File: config.mk
export PLATFORM = sky130hd
export DESIGN_NAME = sprite_attr_file
export DESIGN_NICKNAME = d
export VERILOG_FILES = /design/src/design/video_pkg.sv /design/src/design/sprite_pkg.sv /design/src/design/sprite_attr_file.sv
export VERILOG_INCLUDE_DIRS = /design/src /design/src/include
export SDC_FILE = /design/constraint.sdc
export NUM_CORES = 1
export LEC_CHECK = 0
export BUFFER_PORTS_ARGS = -buffer_cell sky130_fd_sc_hd__buf_2
export CAP_MARGIN = 20
export CORE_ASPECT_RATIO = 0.5
export CORE_UTILIZATION = 25
export CTS_CLUSTER_SIZE = 40
export DETAILED_ROUTE_END_ITERATION = 8
export PLACE_DENSITY_LB_ADDON = 0.3
export SLEW_MARGIN = 10
export SYNTH_ARGS = -nofsm -noshare
export SYNTH_HDL_FRONTEND = slang
export SYNTH_SLANG_ARGS = --single-unit
File: constraint.sdc
create_clock -name clk -period 4.5 [get_ports clk]
set_input_delay 0.225 -clock clk [delete_from_list [all_inputs] [get_ports clk]]
set_output_delay 0.225 -clock clk [all_outputs]
set_load 0.05 [all_outputs]
File: src/include/sprite_macros.svh
`ifndef SPRITE_MACROS_SVH
`define SPRITE_MACROS_SVH

// ---------------------------------------------------------------------------
// sprite engine sizing
// ---------------------------------------------------------------------------

// number of sprite descriptors, scanned in index order every line
`define SPRITE_COUNT 16

// sprite index width, follows the descriptor count
`define SPRITE_IDX_W $clog2(`SPRITE_COUNT)

// ---------------------------------------------------------------------------
// display geometry
// ---------------------------------------------------------------------------

`define VIS_LINES 288   // visible lines per frame

// entries per line buffer half, one per visible column
`define LINE_PIXELS 360

`endif

File: src/design/video_pkg.sv
`default_nettype none

package video_pkg;

	// -----------------------------------------------------------------------
	// line geometry
	// -----------------------------------------------------------------------

	typedef logic [8:0] vline_t;   // display line number
	typedef logic [8:0] xpos_t;    // pixel column, 0..359 on screen

	// output colour as sent to the video mixer
	typedef logic [5:0] color_t;

	// -----------------------------------------------------------------------
	// line buffer entry
	// -----------------------------------------------------------------------

	// opaque clear means nothing drawn here, mixer shows the layer below
	typedef struct packed
	{
		logic   opaque;   // sprite pixel present
		color_t color;
	} sl_word_t;          // 7 bits

endpackage

`default_nettype wire

File: src/design/sprite_pkg.sv
`default_nettype none

package sprite_pkg;

	// word address into external sprite memory
	typedef logic [20:0] mem_addr_t;

	// colour resolution of a sprite
	typedef enum logic [1:0]
	{
		off         = 2'd0,   // sprite disabled
		four_col    = 2'd1,   // 2 bits per pixel, 8 pixels per word
		sixteen_col = 2'd2,   // 4 bits per pixel, 4 pixels per word
		true_col    = 2'd3    // one byte per pixel, 2 pixels per word
	} cres_e;

	// -----------------------------------------------------------------------
	// sprite descriptor, eight host bytes, byte n at bits [8n+7:8n]
	// -----------------------------------------------------------------------
	typedef struct packed
	{
		logic [13:0]       base_addr;     // bytes 7..6, top bits of mem_addr_t
		logic              flip_y;
		logic              flip_x;
		logic [5:0]        pal_sel;       // byte 5 [7:2]
		cres_e             cres;          // byte 5 [1:0]
		logic              rsv_h;
		logic [6:0]        height_lines;  // byte 4, units of 4 lines
		logic              rsv_w;
		logic [6:0]        width_words;   // byte 3, 16-bit words per row
		logic [5:0]        rsv_p;
		video_pkg::vline_t y_pos;         // bytes 2..1
		video_pkg::xpos_t  x_pos;         // bytes 1..0
	} sprite_desc_t;

	// sequencer states
	typedef enum logic [2:0]
	{
		halt,        // idle, line done or nothing to draw
		spr_check,   // cres and visibility test of current sprite
		spr_setup,   // load row address and start column
		word_wait,   // request out, waiting for memory strobe
		pix_out,     // one pixel per cycle into back buffer
		spr_next     // step to next sprite
	} seq_state_e;

endpackage

`default_nettype wire

File: src/design/sprite_attr_file.sv
`timescale 1ns/10ps
`default_nettype none

`include "sprite_macros.svh"

module sprite_attr_file
(
	input  logic                       clk,
	input  logic                       arst_n,
	input  logic                       wr_en,
	input  logic [`SPRITE_IDX_W-1:0]   wr_sprite,
	input  logic [2:0]                 wr_byte,
	input  logic [7:0]                 wr_data,
	input  logic [`SPRITE_IDX_W-1:0]   rd_sprite,
	output sprite_pkg::sprite_desc_t   desc
);
	import sprite_pkg::*;

	sprite_desc_t regs [`SPRITE_COUNT];   // one descriptor per sprite

	// host byte writes
	always_ff @(posedge clk or negedge arst_n)
	begin
		if (!arst_n)
		begin
			for (int i = 0; i < `SPRITE_COUNT; i++)
				regs[i] <= '0;   // cres comes up as off
		end
		else if (wr_en)
			regs[wr_sprite][{wr_byte, 3'b000} +: 8] <= wr_data;
	end

	// whole descriptor of the sprite being scanned
	assign desc = regs[rd_sprite];

endmodule

`default_nettype wire

======== Word level (Yosys, flattened, before mapping) ========
Cells that the tools add are included.
word-level totals
  register bits ........................... 1,024
  input bits .............................. 22
  output and inout port bits .............. 64
  word-level logic and storage cells ...... 207
operators by class
  add/sub/neg operators ................... 1
  order comparisons ....................... 3
  shift-type cells ........................ 2
  muxes and demuxes ....................... 6
  bitwise operators ....................... 2
  reduce and logical (&&, ||, !) cells .... 1
operators with widths
  cell                                                                    count
  1024-bit bitwise mux                                                    1
  64-bit binary-select mux with 4-bit select                              1
  64-bit demux with 4-bit select                                          1
  64-bit 2-to-1 mux                                                       3
  8-bit by 8-bit variable shift with 64-bit output, first input constant  1
  8-bit by 8-bit indexed part select with 64-bit output                   1
  5-bit >= comparator, second input constant                              2
  4-bit NOT with 5-bit output                                             2
  6-bit negator with 8-bit output                                         1
  5-bit by 1-bit < comparator with 1-bit output, second input constant    1
  1-bit logical AND                                                       1

======== Logic depth before layout (Yosys ltp) ========
  depth in word-level cells ............... 6
  depth in mapped cells ................... 10
  gate-level depth less buffers ........... 7

======== Worst setup path before layout ========
No wires, ideal clock.
  kind .................................... input to register
  from .................................... in wr_byte[0]
  to ...................................... reg regs[192] (netlist bit)
  library setup time ...................... 0.125 ns
  data arrival time ....................... 2.214 ns
  data required time ...................... 4.375 ns
  setup slack ............................. 2.161 ns
  cell stages on the path ................. 8
  buffers on the path ..................... 1
  cell sequence ........................... inv_1 ha_1 ha_1 or4b_1 nor3_4 buf_8 nand2_2 mux2_2
between the ends
  longest elaborated chain between the ends .. 5
  elaborated cells on any way between the ends .. 6
  classes of those cells .................. add/sub: 1; shift: 2; mux: 3
ends and longest elaborated chain
  what                                              RTL line                text
  start, declared                                   sprite_attr_file.sv:12  input logic [2:0] wr_byte,
  6-bit negator with 8-bit output *                 sprite_attr_file.sv:30  regs[wr_sprite][{wr_byte, 3'b000} +: 8] <= wr_data;
  8-bit by 8-bit variable shift with 64-bit output  sprite_attr_file.sv:30
  64-bit 2-to-1 mux (not written as such)           sprite_attr_file.sv:30
  64-bit demux with 4-bit select                    sprite_attr_file.sv:30
  1024-bit bitwise mux *                            sprite_attr_file.sv:30
  end signal, assigned by index                     sprite_attr_file.sv:30
  end, declared                                     sprite_attr_file.sv:19  sprite_desc_t regs [`SPRITE_COUNT];
Mark *: on every way between the ends. The rest lies on a longest branch, timed or not.
A chain may end at the register's enable or synchronous reset.

======== Worst setup path after layout ========
  from .................................... in wr_byte[0]
  to ...................................... reg regs[992] (netlist bit)
The elaborated chain is that of the path after synthesis.

==> metrics <==
Final Hold Vio Count 0; max FFs per register 1024; RSZ-0062 raised after global routing false; kind of critical path in2reg; Worst Setup End Kind flip-flop; vias in the first global route 29.4k; flops & latches, synth 1024; clock sink count 1024; Worst IR Drop VDD 0.000290 V; crit path cell chain dlygate4sd3_1 > buf_2 > inv_1 > ha_1 > ha_1 > nor2b_1 > buf_4 > and3b_1 > nand3_1 > mux2_2; number of flops mapped to enable cells by yosys 0; CTS clk-pin slew, worst paths 0.07 ns; H-tree depth 3; critical path endpoint regs[992]; share of cells above drive strength 1 0.482; core area 183000 um2; Tot Pwr 21.1 mW; ys flop type dfrtp_1; Slew Viols, Final 0; I/O pin cnt 86; Reg with most FFs regs; Antenna Violating Nets Remaining 0; chip height 306 um; total CTS buffers 110; final net count 3212; Gate Count Post-Synth 3134; via count 27.3k; FMAX 268 MHz; Power Density 394 nW/um2; DRC viols 0; Worst-Margin Slew 1.14 ns; Setup crit start kind primary input; post-synthesis adder-cell area fraction 0.000812; complex-gate fraction of the synthesized area 0.0365; Post-CTS Hold Buffers 2; max cap viols 0; Initial Utilization 0.252; Final WS setup 0.774 ns; syn_nets 3159; final wirelength 131000 um; worst skew pair latency 0.71 ns; final instance area 53600 um2; CTS resizes 0; Die W 610 um; Reg2Reg Depth 1; first-pass GRT wire length 200000 um; final core utilization 0.292; GR Overflow Total 0; crit path from wr_byte[0]; Hold Path Class in2reg; TNS Setup 0 ns; Post-CTS Setup Bufs 0; Post-Synth Simple-Gate Area 0.0479; top-area cell type share of the netlist area 0.554; # placed instances 5558; Final Hold Slack 0.0132 ns; Max Clock Skew 0 ns; biggest regs regs: 1024 flops; Global Route Usage Sum 0.141; Synth Warn # 0; synthesis-to-layout area growth 15.9%; number of library cell types mapped by synthesis 31; DPL Wire Length 82200 um; synth top area cells dfrtp_1 (55%), mux2_2 (21%), mux4_2 (12%), nand2_1 (2.2%), a22oi_1 (2.1%); clock root cell clkbuf_16; worst r2r src regs[167]; sequential area share after synthesis 0.554; pre-CTS setup slack 0.764 ns; reg-to-reg slack, setup 3.71 ns; Reg-to-Reg End regs[167]; Worst slew margin 0.240; Die ar. 187000 um2; Arr. time, crit path 4.34 ns; Worst path slowest cell and3b_1; Placed Area 49800 um2; ys async rst share 1.00; fin crit share 0.828; Worst Hold Launch wr_data[7]; TritonCTS clock tree done; initial antenna violation count 2; Period minus WS final 3.73 ns; worst path bufs/invs 4; Pre-Repair DR Iteration Count 5; initial DRC count 2047; status finished clean; Worst EP required 5.12 ns; Pleak 24.7 nW; crit-path max FO 23; Buffers on Ports 85; row count 111; Syn Area/Cell 14.7 um2; Via-to-Cell Ratio 4.74; synthesized cell area 46200 um2; Max Buffers Root-to-Sink 3; mux cell area share after synthesis 0.339; main combinational cell family by area after synthesis multiplexers; Top Family by Delay on Critical Path simple AND/OR/NAND/NOR gates; critical path depth 10; cell accounting for the most synthesized area dfrtp_1; WL/cell 22.8 um; Synth Area in XOR/XNOR 0; crit-path most repeated cell ha_1; Cell Count, Final, Fillers Out 5761; RePlAce Congestion 0.775; final setup fails 0; largest net degree at the start of global routing 122; Critical Path Max Stage Delay 0.68 ns
==> logic make-up (layout without fill, tap and decap cells) <==
kind of cell               after synthesis  in the layout
muxes                                 1137           1137
DFF                                   1024           1024
and+or+nand+nor                        458            458
AOI/OAI and AO/OA                      272            272
buffers and inverters                  240            379
adders and majority gates                3              3
other                                    0              2
==> layer usage <==
| layer | wire (um) | vias to the layer above | global-route usage | share of wire |
|---|---|---|---|---|
| li1 | - | 11700 | - | - |
| met1 | 59400 | 14900 | 0.192 | 0.45 |
| met2 | 63600 | 519 | 0.234 | 0.48 |
| met3 | 4820 | 185 | 0.0206 | 0.037 |
| met4 | 3630 | 0 | 0.0397 | 0.028 |
| met5 | 0 | - | 0 | 0 |
==> worst min path at each step <==
stage	endpoint	slack, ns	cells past startpoint
3_5_place_dp	regs[745]	0.43	1
6_report	regs[895]	0.01	2
2_1_floorplan	regs[0]	-0.07	0
5_1_grt	regs[959]	0.003	2
4_1_cts	regs[456]	0.09	3
3_3_place_gp	regs[745]	0.44	1
==> where the power goes <==
group          internal [mW]  leakage [nW]  switching (mW)  total [mW]
clock network           5.52          1.86            3.88        9.40
logic                  0.735          8.72            1.08        1.81
registers               9.67          14.1           0.229        9.89
total                   15.9          24.7            5.19        21.1
==> cells in the mapped netlist, types with 6 or more instances <==
library cell,number
a22oi_1,128
and2_1,25
and3_1,15
buf_1,17
buf_2,42
clkbuf_1,177
dfrtp_1,1024
mux2_2,881
mux4_2,256
nand2_1,265
nand2_2,10
nand3_1,14
nand3_2,6
nand4_1,25
nor2_1,16
nor2_2,51
nor2b_1,12
o21ai_0,143
==> cells in the final DEF, fill, tap and decap left out, drive strengths merged <==
cell type,instances
diode,2
nor3,5
nand3b,2
a22oi,128
nand2,275
nor2,67
dfrtp,1024
and2,29
inv,6
o21ba,1
o21ai,143
ha,3
bufinv,10
dlygate4sd3,2
nand3,22
and3,15
and3b,3
clkbuf,153
buf,176
mux4,256
mux2,881
nor3b,1
or4b,1
nor2b,12
clkinvlp,4
clkinv,28
nand4,26
==> layout make-up <==
type / instances / area (um2)
timing repair buffer: 178 / 1400
clock inverter: 45 / 556
fill: 18300 / 130000
clock buffer: 153 / 3200
sequential: 1024 / 25600
inverter: 3 / 11.3
multi-input combinational: 1870 / 19700
antenna: 2 / 5.00
tap: 2486 / 3110
Power figures use the tool's default switching activity.
