===== src/include/sprite_macros.svh =====
`ifndef SPRITE_MACROS_SVH
`define SPRITE_MACROS_SVH

// ---------------------------------------------------------------------------
// sprite engine sizing
// ---------------------------------------------------------------------------

// number of sprite descriptors, scanned in index order every line
`define SPRITE_COUNT 16

// sprite index width, follows the descriptor count
`define SPRITE_IDX_W $clog2(`SPRITE_COUNT)

// ---------------------------------------------------------------------------
// display geometry
// ---------------------------------------------------------------------------

`define VIS_LINES 288   // visible lines per frame

// entries per line buffer half, one per visible column
`define LINE_PIXELS 360

`endif


===== src/design/video_pkg.sv =====
`default_nettype none

package video_pkg;

	// -----------------------------------------------------------------------
	// line geometry
	// -----------------------------------------------------------------------

	typedef logic [8:0] vline_t;   // display line number
	typedef logic [8:0] xpos_t;    // pixel column, 0..359 on screen

	// output colour as sent to the video mixer
	typedef logic [5:0] color_t;

	// -----------------------------------------------------------------------
	// line buffer entry
	// -----------------------------------------------------------------------

	// opaque clear means nothing drawn here, mixer shows the layer below
	typedef struct packed
	{
		logic   opaque;   // sprite pixel present
		color_t color;
	} sl_word_t;          // 7 bits

endpackage

`default_nettype wire


===== src/design/sprite_pkg.sv =====
`default_nettype none

package sprite_pkg;

	// word address into external sprite memory
	typedef logic [20:0] mem_addr_t;

	// colour resolution of a sprite
	typedef enum logic [1:0]
	{
		off         = 2'd0,   // sprite disabled
		four_col    = 2'd1,   // 2 bits per pixel, 8 pixels per word
		sixteen_col = 2'd2,   // 4 bits per pixel, 4 pixels per word
		true_col    = 2'd3    // one byte per pixel, 2 pixels per word
	} cres_e;

	// -----------------------------------------------------------------------
	// sprite descriptor, eight host bytes, byte n at bits [8n+7:8n]
	// -----------------------------------------------------------------------
	typedef struct packed
	{
		logic [13:0]       base_addr;     // bytes 7..6, top bits of mem_addr_t
		logic              flip_y;
		logic              flip_x;
		logic [5:0]        pal_sel;       // byte 5 [7:2]
		cres_e             cres;          // byte 5 [1:0]
		logic              rsv_h;
		logic [6:0]        height_lines;  // byte 4, units of 4 lines
		logic              rsv_w;
		logic [6:0]        width_words;   // byte 3, 16-bit words per row
		logic [5:0]        rsv_p;
		video_pkg::vline_t y_pos;         // bytes 2..1
		video_pkg::xpos_t  x_pos;         // bytes 1..0
	} sprite_desc_t;

	// sequencer states
	typedef enum logic [2:0]
	{
		halt,        // idle, line done or nothing to draw
		spr_check,   // cres and visibility test of current sprite
		spr_setup,   // load row address and start column
		word_wait,   // request out, waiting for memory strobe
		pix_out,     // one pixel per cycle into back buffer
		spr_next     // step to next sprite
	} seq_state_e;

endpackage

`default_nettype wire


===== src/design/pixel_colorizer.sv =====
`timescale 1ns/10ps
`default_nettype none

module pixel_colorizer
(
	input  logic                  clk,
	input  logic                  arst_n,
	input  logic                  pal_we,
	input  logic [7:0]            pal_addr,
	input  logic [7:0]            pal_data,
	input  logic                  load_word,
	input  logic [15:0]           word,
	input  sprite_pkg::cres_e     cres,
	input  logic [5:0]            pal_sel,
	input  logic [2:0]            slot,
	input  logic                  pix_wr,
	output video_pkg::sl_word_t   wr_data,
	output logic                  wr_en
);
	import sprite_pkg::*;

	logic [7:0]  pal_mem [256];   // bit 7 opaque, bits 5:0 colour
	logic [15:0] word_q;          // fetched sprite word
	logic [15:0] word_sh;         // current pixel moved to the top
	logic [7:0]  pal_idx;
	logic [7:0]  src_byte;

	always_ff @(posedge clk)
	begin
		if (pal_we)
			pal_mem[pal_addr] <= pal_data;
	end

	always_ff @(posedge clk or negedge arst_n)
	begin
		if (!arst_n)
			word_q <= '0;
		else if (load_word)
			word_q <= word;   // on spu_strobe
	end

	// msb first pixel order
	always_comb
	begin
		case (cres)
			four_col:    word_sh = word_q << {slot, 1'b0};
			sixteen_col: word_sh = word_q << {slot[1:0], 2'b00};
			default:     word_sh = word_q << {slot[0], 3'b000};
		endcase
	end

	// 16 colour mode keeps only the upper four bits of pal_sel
	assign pal_idx = (cres == four_col) ? {pal_sel, word_sh[15:14]}
		: {pal_sel[5:2], word_sh[15:12]};

	assign src_byte = (cres == true_col) ? word_sh[15:8] : pal_mem[pal_idx];

	assign wr_data.opaque = src_byte[7];
	assign wr_data.color  = src_byte[5:0];
	assign wr_en          = pix_wr & src_byte[7];   // see-through keeps old entry

endmodule

`default_nettype wire


===== config.mk =====
export PLATFORM = sky130hd
export DESIGN_NAME = pixel_colorizer
export DESIGN_NICKNAME = d
export VERILOG_FILES = /design/src/include/sprite_macros.svh /design/src/design/video_pkg.sv /design/src/design/sprite_pkg.sv /design/src/design/pixel_colorizer.sv
export SDC_FILE = /design/constraint.sdc
export NUM_CORES = 2
export LEC_CHECK = 0
export ABC_AREA = 0
export BUFFER_PORTS_ARGS = -buffer_cell sky130_fd_sc_hd__buf_2
export CAP_MARGIN = 20
export CORE_UTILIZATION = 50
export CTS_CLUSTER_DIAMETER = 50
export DETAILED_ROUTE_END_ITERATION = 7
export PLACE_DENSITY = 0.62
export SLEW_MARGIN = 10
export SYNTH_ARGS = -nofsm -noshare
export SYNTH_HDL_FRONTEND = slang
export SYNTH_SLANG_ARGS = --single-unit

===== constraint.sdc =====
create_clock -name clk -period 5.7 [get_ports clk]
set_input_delay 0.855 -clock clk [delete_from_list [all_inputs] [get_ports clk]]
set_output_delay 0.855 -clock clk [all_outputs]
set_load 0.03 [all_outputs]

# Yosys cells after proc, flatten, opt, wreduce, memory -nomap -nowiden
# Memories as Yosys holds them, arrays and structs flattened.
# Cells that the tools add are included.
word_totals:
  inputBits: 48
  memories: 1
  output_inout_bits: 8
  ff_bits: 16
  ramBits: 2048
  elab_cells: 14
mem_list:
  columns: ["memory", "words", "width", "read_ports", "rd_ports_with_merged_regs", "write_ports", "line_no", "rtl"]
  rows:
  - ["pal_mem", 256, 8, 1, 0, 1, "pixel_colorizer.sv:22", "logic [7:0] pal_mem [256];"]
op_classes:
  shift: 3
  muxes: 5
  bitwise: 1
  eq_ne: 3
op_table:
  columns: ["cell", "n"]
  rows:
  - ["$shl 16x4->16", 3]
  - ["$pmux 16 s2", 1]
  - ["$mux 8", 1]
  - ["$eq 2x2->1 const B", 2]
  - ["$mux 4", 1]
  - ["$eq 2x1->1 const B", 1]
  - ["$mux 1", 2]
  - ["$and 1x1->1", 1]

# Logic depth before layout (Yosys ltp)
# An unclocked memory read counts as a cell.
depth:
  ltp_word: 6
  ltp_mapped: 20
  mapped_depth_nobuf: 13

# Least setup slack after synthesis
# OpenSTA, ideal clock, no wires.
synth_timing:
  path_type: "input to output"
  start: "input port cres[0]"
  end: "output port wr_data[4] in the netlist's numbering"
  t_arrival_ns: 4.701
  path_buffers: 6
  cell_stages: 18
  setup_slack_ns: 0.144
  required_ns: 4.845
  path_cell_list: "inv_1 ha_1 buf_2 clkbuf_1 o22a_1 nor4_2 or4_1 buf_4 buf_6 buf_4 buf_4 mux2i_1 mux2i_1 mux2i_1 mux4_2 nor2_1 nor4_1 a211oi_1"
synth_rtl:
  columns: ["element", "line_no", "rtl"]
  rows:
  - ["start, declared", "pixel_colorizer.sv:13", "input sprite_pkg::cres_e cres,"]
  - ["end, declared", "pixel_colorizer.sv:17", "output video_pkg::sl_word_t wr_data,"]

==> reports/qor.yml <==
grt:
  grt_use_total_pct: 31.5
  gr-total-overflow: 0
  grt_pass1_vias: 48420
  grt_max_degree: 181
  grt_pass1_wl_microns: 343000
  antenna_found_initial: 15
sta:
  fmax_mhz: 170
  min_period_ns: 5.90
  setup_viol: 8
  relSlewSlack_pct: 23.7
  grt_setup_unrepaired: "yes"
  fin_crit_sh_pct: 103
  whs_ns: 0.274
  tightest_slew_ns: 1.14
  hold_violations: 0
  slew_violations: 0
  timing.final.ws_setup_ns: -0.199
  fin_worst_skew_ns: 0
floorplanning:
  initial_core_util_pct: 50.4
  dieWidth_microns: 388
  die_area_sq_mm: 0.151
  core_sq_mm: 0.148
  die_h_microns: 388
  rows: 141
  io_pins: 56
cells_and_area:
  final_area_sq_mm: 0.0906
  area_growth_pct: 21.4
  mostFrequentLayoutCell: "edfxtp_1"
  nets: 6090
  drive_gt1_share_pct: 20.9
  mostFrequentLayoutCells: "edfxtp_1 (1792), nand2_1 (1179), buf_4 (525)"
  fillers: 11123
pwr:
  p_seq_share_pct: 42.7
  p_leak_uw: 0.0318
  p_int_uw: 24400
  p_per_area_mw_per_mm2: 379
  p_comb_share_pct: 23.1
  clock_power_share_pct: 34.2
  p_sw_uw: 9930
  vdd_drop_max_mv: 0.286
  switching_share_pct: 28.9
placement:
  dp_hpwl_microns: 148000
  portBuffers: 54
  gp_congestion: 0.952
  pre_cts_ws_ns: -0.691
  placed_area_sq_mm: 0.0811
clock_network:
  clk_pin_slew_ns: 0.06
  htree_levels: 4
  cts_tree: "built"
  clockBufferDepth: 3
  clkLatencyLatePin_ns: 0.81
  cts_sinks: 1808
  numCtsBuffers: 190
  cts_root_buf: "clkbuf_16"
route:
  drtIter0Drc: 6981
  drc_errors: 0
  routed_wl_microns: 242000
  drtAntennaViolNets: 0
  wl_per_cell_microns: 29.8
  vias: 51127
  avgViaCountPerCell: 6.29
  drt-pass1-iter-count: 8
yosys:
  synth_edf_count: 1792
  ys_ff_latch: 1808
  synthCells: 5464
  synth_top_area_share_pct: 72.1
  ys_top_cells_by_area: "edfxtp_1 (72%), nand2_1 (5.9%), mux2i_1 (4.8%), nand3_1 (3.2%), nor2_1 (1.5%)"
  avgSynthCellArea_sq_um: 13.7
  syn-num-nets: 5515
  synth_top_flop_cell: "edfxtp_1"
  yosysUniqueCellTypes: 83
  synth_warnings: 0
  synth_area_sq_mm: 0.0746
  yosysTopAreaCell: "edfxtp_1"
  ys_seq_area_share_pct: 72.6
  async_flop_share_pct: 0.885
setup_path:
  path_max_fanout: 14
  end_kind: "primary output"
  start_kind: "input pin"
  setup.worst_path.class: "input pin to primary output"
  arrival_ns: 5.04
  cp.required_ns: 4.85
  r2r_slack_ns: 4.76
outcome:
  status: "complete, but fails checks"
  violations: "setup timing"
flow_run:
  drv_cap: 0
worst_hold_path:
  hp-class: "input pin to flop"
## cell type report
cell class                 instances  area (sq um)  area share, %
multi-input combinational       3249         20100           22.1
tap                             1930          2410           2.67
antenna                            8          20.0         0.0221
clock buffer                     238          4980           5.49
sequential                      1808         54200           59.8
timing repair buffer             766          8000           8.83
inverter                          24          95.1          0.105
clock inverter                   106           830          0.916
## metrics by stage
step / std cells / power, uW / utilization (%) / setup TNS, ns
finish: 8129 / 34400 / 61.2 / -1.08
global route: 8124 / 35200 / 61.2 / -1.49
CTS: 8086 / 33800 / 60.3 / -0.798
detailed placement: 7671 / 21400 / 54.8 / -4.87
global placement: 7671 / 21400 / 54.8 / -4.81
floorplan: 5464 / 18200 / - / 0
## metal layers
layer	vias up	track usage [%]	part of all wire [%]
met1	25689	44.3	39
met5	-	0	0.045
met4	18	12.7	4.0
met2	3098	47.2	45
met3	500	7.85	12
li1	21822	-	-
## registers in the layout (all words and copies together), names as in the netlist
register and cells:
pal_mem 1792, word_q 16
## final timing paths
path	start	endpoint	cells after the start
worst max-delay path	cres[0]	wr_data[4]	22
max in group asynchronous	arst_n	word_q[4]$_DFFE_PN0P_	2
worst max register to register	word_q[6]$_DFFE_PN0P_	word_q[6]$_DFFE_PN0P_	2
worst min-delay path	word[5]	word_q[5]$_DFFE_PN0P_	2
worst min register to register	word_q[9]$_DFFE_PN0P_	word_q[9]$_DFFE_PN0P_	1
min in group asynchronous	arst_n	word_q[15]$_DFFE_PN0P_	2
## cells in the mapped netlist, types with 41 or more instances
cell and count:
a21oi_1 122, a311oi_1 79, a31oi_1 49, and3_1 88
buf_2 142, clkbuf_1 153, edfxtp_1 1792, mux2i_1 355
nand2_1 1179, nand3_1 476, nor2_1 292, o21ai_0 66
o221ai_1 46, o22ai_1 41
## critical path: stages
cell and delay, ns:
buf_8 0.09, inv_4 0.03, ha_4 0.25, buf_6 0.13
buf_4 0.13, o21ai_0 0.27, nor4b_4 0.29, buf_4 0.16
buf_4 0.17, or4_4 0.22, buf_4 0.14, buf_4 0.18
buf_4 0.25, nand2_1 0.08, and3_1 0.19, a311oi_1 0.54
o2111ai_1 0.19, nand3_2 0.19, nor4_2 0.08, a211oi_1 0.22
buf_4 0.21, buf_6 0.14
## cells by family after synthesis
family | share of synthesized area, %
flops | 72.6
mux | 5.45
buf+inv | 2.70
simple gates | 12.6
compound gates | 6.52
fa+ha+maj | 0.0503
## power groups by stage
stage / Clock (uW) / Combinational [uW] / Sequential, uW
2_1_floorplan: 0 / 3270 / 14900
3_3_place_gp: 0 / 6440 / 15000
3_5_place_dp: 0 / 6490 / 15000
4_1_cts: 11800 / 7330 / 14700
5_1_grt: 12300 / 8230 / 14700
6_report: 11700 / 7940 / 14700
## repair_timing
item,4_1_cts,5_1_grt
resized for setup,287,167
hold buffers,1,0
pin swaps,93,80
endpoints found under the hold margin,16,0
cloned,19,7
endpoints found under the setup margin,8,8
setup buffers,57,33
Note: power is estimated with default switching activity, not from simulation.
