### config.mk
export PLATFORM = sky130hd
export DESIGN_NAME = sprite_row_addr
export DESIGN_NICKNAME = d
export VERILOG_FILES = /design/src/include/sprite_macros.svh /design/src/design/video_pkg.sv /design/src/design/sprite_pkg.sv /design/src/design/sprite_row_addr.sv
export SDC_FILE = /design/constraint.sdc
export NUM_CORES = 1
export LEC_CHECK = 0
export ABC_AREA = 1
export BUFFER_PORTS_ARGS = -buffer_cell sky130_fd_sc_hd__buf_2
export CAP_MARGIN = 20
export CELL_PAD_IN_SITES_DETAIL_PLACEMENT = 1
export CELL_PAD_IN_SITES_GLOBAL_PLACEMENT = 1
export CORE_MARGIN = 2
export CORE_UTILIZATION = 41
export CTS_CLUSTER_DIAMETER = 80
export CTS_CLUSTER_SIZE = 16
export DETAILED_ROUTE_END_ITERATION = 10
export GPL_ROUTABILITY_DRIVEN = 0
export HOLD_SLACK_MARGIN = 0.12
export PLACE_DENSITY_LB_ADDON = 0.1
export SYNTH_ARGS = -nofsm -noshare
export SYNTH_HDL_FRONTEND = slang
export SYNTH_SLANG_ARGS = --single-unit
### constraint.sdc
create_clock -name clk -period 0.8 [get_ports clk]
set_input_delay 0.08 -clock clk [delete_from_list [all_inputs] [get_ports clk]]
set_output_delay 0.08 -clock clk [all_outputs]
set_load 0.05 [all_outputs]
### src/include/sprite_macros.svh
`ifndef SPRITE_MACROS_SVH
`define SPRITE_MACROS_SVH

// ---------------------------------------------------------------------------
// sprite engine sizing
// ---------------------------------------------------------------------------

// number of sprite descriptors, scanned in index order every line
`define SPRITE_COUNT 16

// sprite index width, follows the descriptor count
`define SPRITE_IDX_W $clog2(`SPRITE_COUNT)

// ---------------------------------------------------------------------------
// display geometry
// ---------------------------------------------------------------------------

`define VIS_LINES 288   // visible lines per frame

// entries per line buffer half, one per visible column
`define LINE_PIXELS 360

`endif

### src/design/video_pkg.sv
`default_nettype none

package video_pkg;

	// -----------------------------------------------------------------------
	// line geometry
	// -----------------------------------------------------------------------

	typedef logic [8:0] vline_t;   // display line number
	typedef logic [8:0] xpos_t;    // pixel column, 0..359 on screen

	// output colour as sent to the video mixer
	typedef logic [5:0] color_t;

	// -----------------------------------------------------------------------
	// line buffer entry
	// -----------------------------------------------------------------------

	// opaque clear means nothing drawn here, mixer shows the layer below
	typedef struct packed
	{
		logic   opaque;   // sprite pixel present
		color_t color;
	} sl_word_t;          // 7 bits

endpackage

`default_nettype wire

### src/design/sprite_pkg.sv
`default_nettype none

package sprite_pkg;

	// word address into external sprite memory
	typedef logic [20:0] mem_addr_t;

	// colour resolution of a sprite
	typedef enum logic [1:0]
	{
		off         = 2'd0,   // sprite disabled
		four_col    = 2'd1,   // 2 bits per pixel, 8 pixels per word
		sixteen_col = 2'd2,   // 4 bits per pixel, 4 pixels per word
		true_col    = 2'd3    // one byte per pixel, 2 pixels per word
	} cres_e;

	// -----------------------------------------------------------------------
	// sprite descriptor, eight host bytes, byte n at bits [8n+7:8n]
	// -----------------------------------------------------------------------
	typedef struct packed
	{
		logic [13:0]       base_addr;     // bytes 7..6, top bits of mem_addr_t
		logic              flip_y;
		logic              flip_x;
		logic [5:0]        pal_sel;       // byte 5 [7:2]
		cres_e             cres;          // byte 5 [1:0]
		logic              rsv_h;
		logic [6:0]        height_lines;  // byte 4, units of 4 lines
		logic              rsv_w;
		logic [6:0]        width_words;   // byte 3, 16-bit words per row
		logic [5:0]        rsv_p;
		video_pkg::vline_t y_pos;         // bytes 2..1
		video_pkg::xpos_t  x_pos;         // bytes 1..0
	} sprite_desc_t;

	// sequencer states
	typedef enum logic [2:0]
	{
		halt,        // idle, line done or nothing to draw
		spr_check,   // cres and visibility test of current sprite
		spr_setup,   // load row address and start column
		word_wait,   // request out, waiting for memory strobe
		pix_out,     // one pixel per cycle into back buffer
		spr_next     // step to next sprite
	} seq_state_e;

endpackage

`default_nettype wire

### src/design/sprite_row_addr.sv
`timescale 1ns/10ps
`default_nettype none

module sprite_row_addr
(
	input  logic                       clk,
	input  logic                       arst_n,
	input  logic                       row_load,
	input  sprite_pkg::sprite_desc_t   desc,
	input  video_pkg::vline_t          line,
	output sprite_pkg::mem_addr_t      row_addr,
	output video_pkg::xpos_t           first_x
);
	import video_pkg::*;
	import sprite_pkg::*;

	vline_t      lofs;        // row within the sprite
	vline_t      span_m1;     // last row index
	logic [15:0] row_ofs;     // words before this row
	logic [9:0]  pix_cnt;     // pixels per row
	logic [9:0]  x_end;

	assign span_m1 = {desc.height_lines, 2'b00} - 9'd1;
	assign lofs    = desc.flip_y ? span_m1 - (line - desc.y_pos) : line - desc.y_pos;
	assign row_ofs = lofs * desc.width_words;

	// pixels in a row, by packing
	always_comb
	begin
		case (desc.cres)
			four_col:    pix_cnt = {desc.width_words, 3'b000};
			sixteen_col: pix_cnt = {1'b0, desc.width_words, 2'b00};
			default:     pix_cnt = {2'b00, desc.width_words, 1'b0};
		endcase
	end

	assign x_end = {1'b0, desc.x_pos} + pix_cnt - 10'd1;   // mirrored start

	always_ff @(posedge clk or negedge arst_n)
	begin
		if (!arst_n)
		begin
			row_addr <= '0;
			first_x  <= '0;
		end
		else if (row_load)
		begin
			row_addr <= {desc.base_addr, 7'b0000000} + {5'b00000, row_ofs};
			first_x  <= desc.flip_x ? x_end[8:0] : desc.x_pos;
		end
	end

endmodule

`default_nettype wire

==> summary.txt, run 1 <==
Synthesis
  • Leading area contributor after synthesis: fa_1
  • Netlist area before placement: 0.005154 mm^2
  • Synthesized area per cell: 6.974 um^2
  • Count of flip-flops with a built-in enable after synthesis: 0
  • Most frequent cell after synthesis: nand2_1
  • Top post-synthesis cells by area: fa_1 17%, ha_1 17%, dfrtp_1 15%, nand2_1 13%, inv_1 11%
  • Number of nets produced by synthesis: about 930
  • Share of synthesized area occupied by flip-flops and latches: 0.1457
  • Top_reg_cell synth: dfrtp_1
  • Synth Register Bits: 30
  • Count of cell types in the netlist: 33
  • Proportion of synthesized flip-flops having asynchronous set or reset: 1.000
  • Share of Yosys cell area claimed by the top area cell type: 0.1748
  • Yosys warnings: 0
  • Post-Syn Instances: 739
  • Most numerous cell types in the synthesized netlist: 185 x nand2_1, 147 x inv_1, 72 x ha_1, 72 x nor2_1, 45 x fa_1

Outcome
  • Halt Reason: [ERROR DPL-0033] detailed placement checks failed during check placement.
  • Stop stage: global routing
  • Run status: did not finish

Timing
  • Worst endpoint kind after the last repair: register input
  • GRT repair_timing worst endpoint: row_addr[16]$_DFFE_PN0P_/D

Placed design
  • Number of buffer cells added on primary ports: 91
  • Post-DP HPWL: 15470 um
  • Cell count after placement: approximately 1100

Clocking
  • Buffer type at the clock tree root: clkbuf_16
  • H-tree depth reported by CTS: 2
  • CTS Buffer Depth: 2
  • Total number of clock tree sinks: 30
  • Cts bufs inserted: 5

Floorplan
  • Die width: 116.1 um
  • Total number of placement rows: 40
  • Count of boundary I/O pins: 106
  • Die height: 116.1 um
  • Starting density of the core: 0.4238

GRT
  • Number of antenna violations at the first check in global routing: 4
  • Maximum number of pins on one net before global-route repair: 31
## kinds of logic after synthesis
group,after synthesis,share of synthesized area
AOI/OAI and AO/OA,83,0.08643
and+or+nand+nor,332,0.2714
DFF,30,0.1457
xor gates and xnor gates,16,0.02865
adders and majority gates,117,0.3496
buffers and inverters,161,0.1182
## metrics by stage
step / setup slack (ns) / hold WS (ns) / area (um^2)
floorplan: -4.309 / -0.2156 / 5572
global placement: -4.708 / 0.04139 / 7061
detailed placement: -5.063 / 0.05544 / 7061
CTS: -4.603 / 0.08946 / 8071
## timing repair
| item | CTS |
|---|---|
| gates resized for setup | 166 |
| setup endpoints to repair | 59 |
| hold buffers | 2 |
| endpoints found under the hold margin | 32 |
| buffers inserted | 34 |
| pin swaps | 78 |
==> run 2: changes to the inputs <==
CELL_PAD_IN_SITES_DETAIL_PLACEMENT = not set   (was 1)
CELL_PAD_IN_SITES_GLOBAL_PLACEMENT = not set   (was 1)
CORE_UTILIZATION = 40   (was 41)
CTS_CLUSTER_DIAMETER = not set   (was 80)
CTS_CLUSTER_SIZE = not set   (was 16)
HOLD_SLACK_MARGIN = not set   (was 0.12)
PLACE_DENSITY_LB_ADDON = 0.15   (was 0.1)
==> summary.txt, run 2 <==
Layout
  • Final Non-Filler Cells: ~1200
  • Max reg flops: 21
  • Largest registers: row_addr: 21 flops, first_x: 9 flops
  • Register with the most flip-flops: row_addr
  • Layout filler cell count: 1092
  • Synthesis-to-finish area growth: 62.32%
  • Final core utilization: 0.6629
  • Most common library cell in the layout ignoring fill and taps: nand2_1
  • Top library cells by usage in the layout, fill and taps aside: 151 x nand2_1, 138 x buf_4, 114 x inv_1
  • Nets: 1173
  • Fraction of final layout cells with drive strength greater than 1: 0.4567
  • Number of antenna cells inserted: 0

Floorplan
  • Core box area: 0.01262 mm^2
  • Die width: 117.5 um (was 116.1 um)
  • Starting density of the core: 0.4084 (was 0.4238)
  • Die height: 117.5 um (was 116.1 um)
  • Count of boundary I/O pins: 106 (unchanged)
  • Area of the die: about 0.014 mm^2
  • Total number of placement rows: 41 (was 40)

GRT
  • Number of antenna violations at the first check in global routing: 0
  • Aggregate global routing overflow: 0
  • Number of global-route vias before repair: 5374
  • Maximum number of pins on one net before global-route repair: 26
  • Global-route usage over all layers: 0.2018
  • Global-route wire length before repair: 23600 um

Synthesis
  • Netlist area before placement: 0.005154 mm^2 (unchanged)
  • Top post-synthesis cells by area: fa_1 17%, ha_1 17%, dfrtp_1 15%, nand2_1 13%, inv_1 11% (unchanged)
  • Leading area contributor after synthesis: fa_1 (unchanged)
  • Number of nets produced by synthesis: 932 (unchanged)
  • Synthesized area per cell: 6.974 um^2 (unchanged)
  • Yosys warnings: 0 (unchanged)
  • Count of cell types in the netlist: 33 (unchanged)
  • Most frequent cell after synthesis: nand2_1 (unchanged)
  • Top_reg_cell synth: dfrtp_1 (unchanged)
  • Proportion of synthesized flip-flops having asynchronous set or reset: 1.000 (unchanged)
  • Synth Register Bits: 30 (unchanged)
  • Share of Yosys cell area claimed by the top area cell type: 0.1748 (unchanged)
  • Share of synthesized area occupied by flip-flops and latches: 0.1457 (unchanged)
  • Count of flip-flops with a built-in enable after synthesis: 0 (unchanged)
  • Most numerous cell types in the synthesized netlist: 185 x nand2_1, 147 x inv_1, 72 x ha_1, 72 x nor2_1, 45 x fa_1 (unchanged)
  • Post-Syn Instances: 739 (unchanged)

Setup path
  • First element of the critical path: line[0]
  • Crit path max-delay cell type: fa_1
  • Buffers and inverters on the worst path: 5
  • Cell depth of the worst setup path: 32
  • Cell count of the worst reg-to-reg path: 4
  • CP Class: input port to register
  • Startpoint class of the critical path: input port
  • Kind of cell adding the most delay to the critical path: adder cells
  • Peak per-stage delay on the critical path: 0.57 ns
  • Terminus of the critical flop-to-flop path: row_addr[17]$_DFFE_PN0P_
  • Capturing element of the worst setup path: row_addr[16]$_DFFE_PN0P_
  • R2R setup slack: -0.06 ns
  • Reg2reg start: row_addr[17]$_DFFE_PN0P_
  • Maximum fanout along the worst path: 6
  • Data arrival time at the worst-slack endpoint: 5.30 ns
  • Cell with the most instances on the worst path: nand2_1
  • Worst setup EP type: register
  • Data required time at the worst endpoint: slightly below 1 ns

Clocking
  • CTS tree: yes
  • Insertion delay to the later sink of the worst-skew pair: 0.27 ns
  • Cts bufs inserted: 5 (unchanged)
  • Buffer type at the clock tree root: clkbuf_16 (unchanged)
  • H-tree depth reported by CTS: 2 (unchanged)
  • CTS clk-pin slew, worst paths: about 0.05 ns
  • Total number of clock tree sinks: 30 (unchanged)
  • CTS Buffer Depth: 2 (unchanged)

Timing
  • Achievable clock frequency: 0.1949 GHz
  • Clock period minus worst slack: 5.131 ns
  • Clock skew: 0 ns
  • Worst slew margin: 0.7918
  • RSZ-0062 raised after global routing: yes
  • Final worst-path cycle share: 6.414
  • Measured slew at the worst slew-check pin: 0.3120 ns
  • Number of failing setup endpoints in the final timing report: 59
  • Fin. max-slew vios: 0
  • Post-route worst setup slack: -4.331 ns
  • Number of hold violations in the final report: 0

Placed design
  • Post-DP HPWL: 11440 um (was 15470 um)
  • Post-place setup slack: -4.762 ns (was -5.063 ns)
  • Cell count after placement: 1095 (was 1102)
  • Number of buffer cells added on primary ports: 91 (unchanged)

Detailed routing
  • First-pass iteration count of the detailed router: 4
  • Number of vias after detailed routing: 5449
  • Final ANT Viol Nets: 0
  • Mean number of vias per cell: 4.726
  • Post-route DRC violation count: 0
  • Total wire length after detailed routing: 14080 um
  • DR iter-0 viols: around 210
  • Routed wire length per instance: 12.21 um

Outcome
  • Violated checks: setup timing
  • Run status: finished with violations (was did not finish)

Worst hold path
  • Classification of the worst-slack hold path: input port to register

Flow run
  • Number of max-cap violations: 0
==> run 2: cell counts after synthesis <==
Identical to the previous run, type by type.
==> run 2: repair_timing <==
action | CTS | global route
gates resized for setup | 167 | 62
hold buffers | 1 | 0
setup buffers | 42 | 7
endpoints found under the setup margin | 59 | 59
pin swaps | 78 | 49
hold endpoints to repair | 30 | 0
==> run 2: area by class of cell <==
type,count,area (um^2),share of cell area
Multi-Input combinational cell,548,4735,0.5660
Timing Repair Buffer,243,1908,0.2281
Sequential cell,30,752.0,0.08989
Inverter,152,608.1,0.07269
Tap cell,172,215.2,0.02573
Clock buffer,7,142.6,0.01705
Clock inverter,1,5.005,0.0005983
==> run 2: per-layer routing <==
metal,global-route usage,wire length [um],vias to the layer above
met3,0.01599,446,14
met2,0.3695,7074,104
met4,0.04895,148,0
li1,-,-,2778
met1,0.2579,6408,2553
met5,0,0,-
==> run 2: worst min path at each step <==
stage          depth (start not counted)  startpoint  slack (ns)                endpoint
2_1_floorplan                          0      arst_n       -0.22  first_x[0]$_DFFE_PN0P_
3_3_place_gp                           1      arst_n       -0.02  first_x[4]$_DFFE_PN0P_
3_5_place_dp                           1      arst_n       -0.02  first_x[4]$_DFFE_PN0P_
4_1_cts                                3     desc[2]        0.05  first_x[2]$_DFFE_PN0P_
5_1_grt                                3     desc[2]        0.09  first_x[2]$_DFFE_PN0P_
6_report                               3     desc[2]        0.06  first_x[2]$_DFFE_PN0P_
==> run 2: kinds of logic after synthesis <==
kind of cell / count (synthesis) / share of synthesized area
flops: 30 / 0.1457
xor+xnor: 16 / 0.02865
fa+ha+maj: 117 / 0.3496
simple gates: 332 / 0.2714
buf+inv: 161 / 0.1182
compound gates: 83 / 0.08643
==> run 2: stage by stage <==
stage,hold slack [ns],cell area (um^2),setup TNS (ns)
floorplan,-0.2156,5572,-81.62
global placement,-0.02439,6983,-92.18
detailed placement,-0.02369,6983,-93.82
CTS,0.05047,8035,-85.18
global route,0.08936,8366,-91.37
finish,0.06109,8366,-85.33
==> run 2: worst reg2reg max path: cells and delay by family (launching register included) <==
kind | cells | cell delay, ns
buf+inv | 2 | 0.26
simple gates | 2 | 0.11
flops | 1 | 0.38
Power of run 2 is left out: the tool's default activity adds up to more than one toggle a clock period on the data nets, which glitch-free logic cannot reach.
